**config.mk**
```make
export PLATFORM = sky130hd
export DESIGN_NAME = fcs_stats
export DESIGN_NICKNAME = d
export VERILOG_FILES = /design/src/crc_pkg.sv /design/src/fcs_stats.sv
export SDC_FILE = /design/constraint.sdc
export NUM_CORES = 1
export LEC_CHECK = 0
export BUFFER_PORTS_ARGS = -buffer_cell sky130_fd_sc_hd__buf_4
export CORE_ASPECT_RATIO = 1.25
export CORE_MARGIN = 3
export CORE_UTILIZATION = 45
export CTS_BUF_LIST = sky130_fd_sc_hd__clkbuf_16
export CTS_CLUSTER_DIAMETER = 100
export DETAILED_ROUTE_END_ITERATION = 6
export GPL_TIMING_DRIVEN = 0
export PLACE_DENSITY = 0.69
export SLEW_MARGIN = 20
export SYNTH_ARGS = -nofsm -noshare
export SYNTH_HDL_FRONTEND = slang
export SYNTH_SLANG_ARGS = --single-unit
```
**constraint.sdc**
```tcl
create_clock -name i_clk -period 2.52 [get_ports i_clk]
set_clock_uncertainty 0.15 [all_clocks]
set_input_delay 0.252 -clock i_clk [delete_from_list [all_inputs] [get_ports i_clk]]
set_output_delay 0.252 -clock i_clk [all_outputs]
set_load 0.005 [all_outputs]
```
**src/crc_pkg.sv**
```systemverilog
package crc_pkg;

    localparam int CRC_WIDTH  = 32;
    localparam int DATA_WIDTH = 32;
    localparam int DATA_BYTES = DATA_WIDTH / 8;
    localparam int STAT_WIDTH = 16;
    localparam int LUT_DEPTH  = 256;                     // One entry per byte value

    localparam logic [CRC_WIDTH-1:0] CRC_POLY_REFL = 32'hEDB88320;    // Bit-reversed 0x04C11DB7
    localparam logic [CRC_WIDTH-1:0] CRC_INIT      = 32'hFFFFFFFF;
    localparam logic [CRC_WIDTH-1:0] CRC_RESIDUE   = 32'hDEBB20E3;    // Magic value after good FCS

    // Builds one slicing table, packed with entry i at bits [i*32 +: 32].
    // Level 0 is the classic byte-at-a-time table. Level n gives the effect
    // of a byte followed by n zero bytes, which is what lets four bytes be
    // folded in one step.
    function automatic logic [LUT_DEPTH*CRC_WIDTH-1:0] crc_table(input int level);
        logic [CRC_WIDTH-1:0]           base [LUT_DEPTH];
        logic [CRC_WIDTH-1:0]           entry;
        logic [LUT_DEPTH*CRC_WIDTH-1:0] tbl;

        for (int i = 0; i < LUT_DEPTH; i++) begin
            entry = CRC_WIDTH'(i);
            for (int b = 0; b < 8; b++) begin
                if (entry[0]) begin
                    entry = (entry >> 1) ^ CRC_POLY_REFL;
                end else begin
                    entry = entry >> 1;
                end
            end
            base[i] = entry;                             // Level 0 table
        end

        for (int i = 0; i < LUT_DEPTH; i++) begin
            entry = base[i];
            for (int l = 0; l < level; l++) begin
                entry = (entry >> 8) ^ base[entry[7:0]]; // Advance by one zero byte
            end
            tbl[i*CRC_WIDTH +: CRC_WIDTH] = entry;
        end

        return tbl;
    endfunction

endpackage

```
**src/fcs_stats.sv**
```systemverilog
`timescale 1ns/1ps

module fcs_stats
    import crc_pkg::*;
(
    input  logic                  i_clk,
    input  logic                  i_rst_n,

    input  logic                  i_done,
    input  logic                  i_match,

    output logic [STAT_WIDTH-1:0] o_good_cnt,
    output logic [STAT_WIDTH-1:0] o_bad_cnt
);

    always_ff @(posedge i_clk) begin
        if (!i_rst_n) begin
            o_good_cnt <= '0;
            o_bad_cnt  <= '0;
        end else if (i_done) begin
            if (i_match) begin
                o_good_cnt <= o_good_cnt + 1'b1;         // Wraps on overflow
            end else begin
                o_bad_cnt  <= o_bad_cnt + 1'b1;
            end
        end
    end

    // Each frame lands in exactly one bucket
    a_one_bucket: assert property (
        @(posedge i_clk) disable iff (!i_rst_n)
        !($changed(o_good_cnt) && $changed(o_bad_cnt))
    ) else $error("fcs_stats: good and bad counters moved together");

endmodule

```
Yosys cells after proc, flatten, opt, wreduce, memory -nomap -nowiden
Cells that the tools add are included.

Add/sub/neg operators: 2. Bitwise operators: 1. Reduce and logical (&&, ||, !) cells: 2.

Operators by type and width (number): 16-bit by 1-bit adder with 16-bit output, second input constant (2); 2-bit AND reduction (2); 1-bit NOT (1).

Bits in registers: 32. Bits of input ports: 4. Output and inout bits: 32. Logic and storage cells: 7.

Depth between registers and ports, before layout
Depth after elaboration: 2. Gate-level depth with buffers: 5. Depth with buffers taken out: 5.

Worst setup path before layout
No wires, ideal clock.

Kind: reg2reg. Start point: register o_bad_cnt[3]. End point: register o_bad_cnt[13]. Library setup time: 0.070 ns. Data arrival time: 1.476 ns. Required time: 2.300 ns. Path slack: 0.824 ns. Cell stages (with the launch flop): 5. Path buffers: 0. Period minus slack after synthesis: 1.696 ns. Cell sequence: dfxtp_1 > nand4_2 > or2_4 > or4_1 > a21oi_1.

Longest elaborated chain between the ends: 1.

Ends and longest elaborated chain: from (decl) (line fcs_stats.sv:13) `output logic [STAT_WIDTH-1:0] o_bad_cnt`; from (signal assigned) (line fcs_stats.sv:24) `o_bad_cnt <= o_bad_cnt + 1'b1;`; 16-bit by 1-bit adder with 16-bit output (line fcs_stats.sv:24).

No other way between the ends. A chain may end at the register's enable or synchronous reset.

Worst setup path in the final report
Start point: register o_bad_cnt[3]. End point: register o_bad_cnt[15].

The elaborated chain is that of the path after synthesis.

==> key figures <==
Layout
  – Share of cells above drive strength 1: 0.209
  – Fin nets: 211
  – Ant diodes: 0
  – Synth-to-Final Area Change: 29.7%

STA
  – Unrepaired setup endpoints after global routing: false
  – Final Max Slew Viols: 0
  – Final hold vios: 0
  – Setup_tns: 0 ns
  – Max Clk Rate: 540 MHz
  – Worst slew pin tran: 0.506 ns
  – Fin crit share: 0.735
  – Final setup violation count: 0
  – Min Clock Period, post-route: 1.85 ns
  – Relative slew slack: 0.663

Yosys
  – Sequential share of the synthesized area: 0.444
  – Netlist cell types: 30
  – Number of synthesized flops with an enable pin: 0
  – Share of flip-flops with an asynchronous set or reset: 0
  – Top cells by count, synth: 32 x dfxtp_1, 20 x nor2_1, 13 x nand2_1, 13 x xor2_1, 11 x nand3_1
  – Register bit total from synthesis: 32
  – Syn avg cell area: 8.74 µm²
  – Cell taking the most area after synthesis: dfxtp_1
  – Synth Warn #: 0
  – Post-Syn Instances: 165
  – Synth area leaders: dfxtp_1 44%, xor2_1 7.9%, nor2_1 5.2%
  – Most common cell in the netlist: dfxtp_1
  – Syn_nets: between 150 and 200
  – Post-synthesis cell area: 1440 µm²
  – Post-synth top area share: 0.444
  – Post-synth top flop: dfxtp_1

Setup path
  – Crit path DAT: 1.90 ns
  – Setup crit end kind: register
  – Startpoint Class: register
  – CP Class: register to register
  – CP max FO: 7
  – CP required: about 2.6 ns

Placed design
  – I/O Buffers: 33
  – Gpl congestion: approximately 0.76
  – DP Wirelength: 2.43 mm

Power
  – Max VDD drop: 0.474 mV
  – Switching share of power: 0.201
  – Sequential share of power: 0.470
  – Comb pwr share: 0.032
  – Leakage power: 0.730 nW
  – Share of total power in the clock network: 0.498
  – Pwr Density: 588 nW/µm²
  – Net Sw Power: between 0.2 and 0.25 mW
  – Pint: 0.880 mW
  – Power Total: 1.10 mW

Clock tree
  – Cts hold-fix bufs: 0
  – TritonCTS clock tree: yes
  – Clock tree sinks: 32
  – CTS root buffer: clkbuf_16
  – Clk slew on worst S/H paths: 0.05 ns
  – H-tree depth: 2
  – Clk buf depth: 2
  – Post_cts resized: 0
  – Number of setup buffers added after CTS: 0
  – CTS buffer count: 5
  – Later-pin clock latency in the skew report: 0.27 ns

Die
  – Top Ports: 36
  – Initial Util: 0.481
  – Die area: 3930 µm²
  – Die W: 56.6 µm
  – Core Box Area: 3000 µm²
  – Die Y: 69.3 µm
  – Rows: 22

Detailed routing
  – Routed WL per cell: 13.8 µm
  – Antenna viol nets, final: 0
  – Routed wire length: between 3 and 4 mm
  – Number of vias per cell: 5.50
  – DRT Pass-1 Iters: 4
  – DRC Markers: 0
  – Via Count: 1,332
  – Drt first-iter violations: 55

Job
  – Max Cap Viol: 0

Global routing
  – Initial antenna violation count: 0
  – Gr ovfl total: 0
  – Vias in the first global route: roughly 1,200
  – Largest net degree at the start of global routing: 11
  – First-pass GRT wire length: 5.50 mm
  – GRT Util Overall: 0.176

Outcome
  – Outcome: complete, no violations

Worst hold path
  – Hold Crit Class: input port to register
[power by group through the flow]
stage | Clock, mW | Combinational [mW] | Sequential, mW
after floorplan | 0 | 0.0208 | 0.526
after global placement | 0 | 0.0347 | 0.527
after detailed placement | 0 | 0.0353 | 0.527
after CTS | 0.556 | 0.0355 | 0.517
after global routing | 0.580 | 0.0396 | 0.517
final | 0.549 | 0.0348 | 0.517
[worst max-delay path: stages (launching register included)]
cell and delay [ns]:
dfxtp_1 0.46, nand4_2 0.19, or2_4 0.32, nor4_1 0.43, mux2i_1 0.23
[metrics by stage]
stage / util / instances / hold slack (ns) / worst slack, ns / area, µm²
after floorplan: - / 165 / 0.220 / 0.824 / 1440
after global placement: 0.578 / 234 / 0.306 / 0.728 / 1740
after detailed placement: 0.578 / 234 / 0.320 / 0.694 / 1740
after CTS: 0.624 / 242 / 0.0651 / 0.659 / 1870
after global routing: 0.624 / 242 / 0.0688 / 0.545 / 1870
final: 0.624 / 242 / 0.0645 / 0.667 / 1870
[kinds of logic after synthesis]
logic type / share of synthesized area
multiplexers: 0.0139
AND/OR/NAND/NOR: 0.297
XOR/XNOR: 0.115
adder cells (fa/ha/maj): 0.0173
flip-flops: 0.444
AO/OA/AOI/OAI: 0.0841
buffers and inverters: 0.0277
[path summary, 6_finish.rpt]
kind                                    start              to  slack (ns)  depth (start not counted)
worst max-delay path             o_bad_cnt[3]   o_bad_cnt[15]        0.67                          4
worst max register to register   o_bad_cnt[3]   o_bad_cnt[15]        0.67                          4
worst min register to register  o_bad_cnt[15]   o_bad_cnt[15]        0.32                          2
worst min-delay path                  i_rst_n  o_good_cnt[15]        0.06                          2
[area by class of cell]
class	count	area, µm²
clock buffer	5	125
fill	262	1130
inverter	4	15.0
sequential	32	641
buffer	6	25.0
timing repair buffer	33	248
clock inverter	3	11.3
multi-input combinational	123	762
tap	36	45.0
[state kept, by name, summed over array words and instances, names as in the netlist]
signal / count
o_good_cnt: 16
o_bad_cnt: 16
[per-layer routing]
metal	vias to the layer above	global-route usage	share of wire
met3	5	0.0577	0.059
met5	-	0	0
met1	619	0.187	0.41
met2	40	0.315	0.52
met4	0	0.0660	0.015
li1	668	-	-
[placed cells by master, fill, tap and decap left out, drive strengths merged, types with 4 or more instances in the layout]
cell type  synthesis  final
buf                2     35
dfxtp             32     32
nor2              20     20
nand2             13     13
xor2              13     13
nand3             11     11
a21oi             10     10
nand4              9      9
clkbuf             4      9
inv                4      6
xnor2              6      6
o21ai              5      5
or3                5      5
and4               5      5
nor4               4      4
o31ai              4      4
or4                4      4
(Power assumes the default switching activity.)
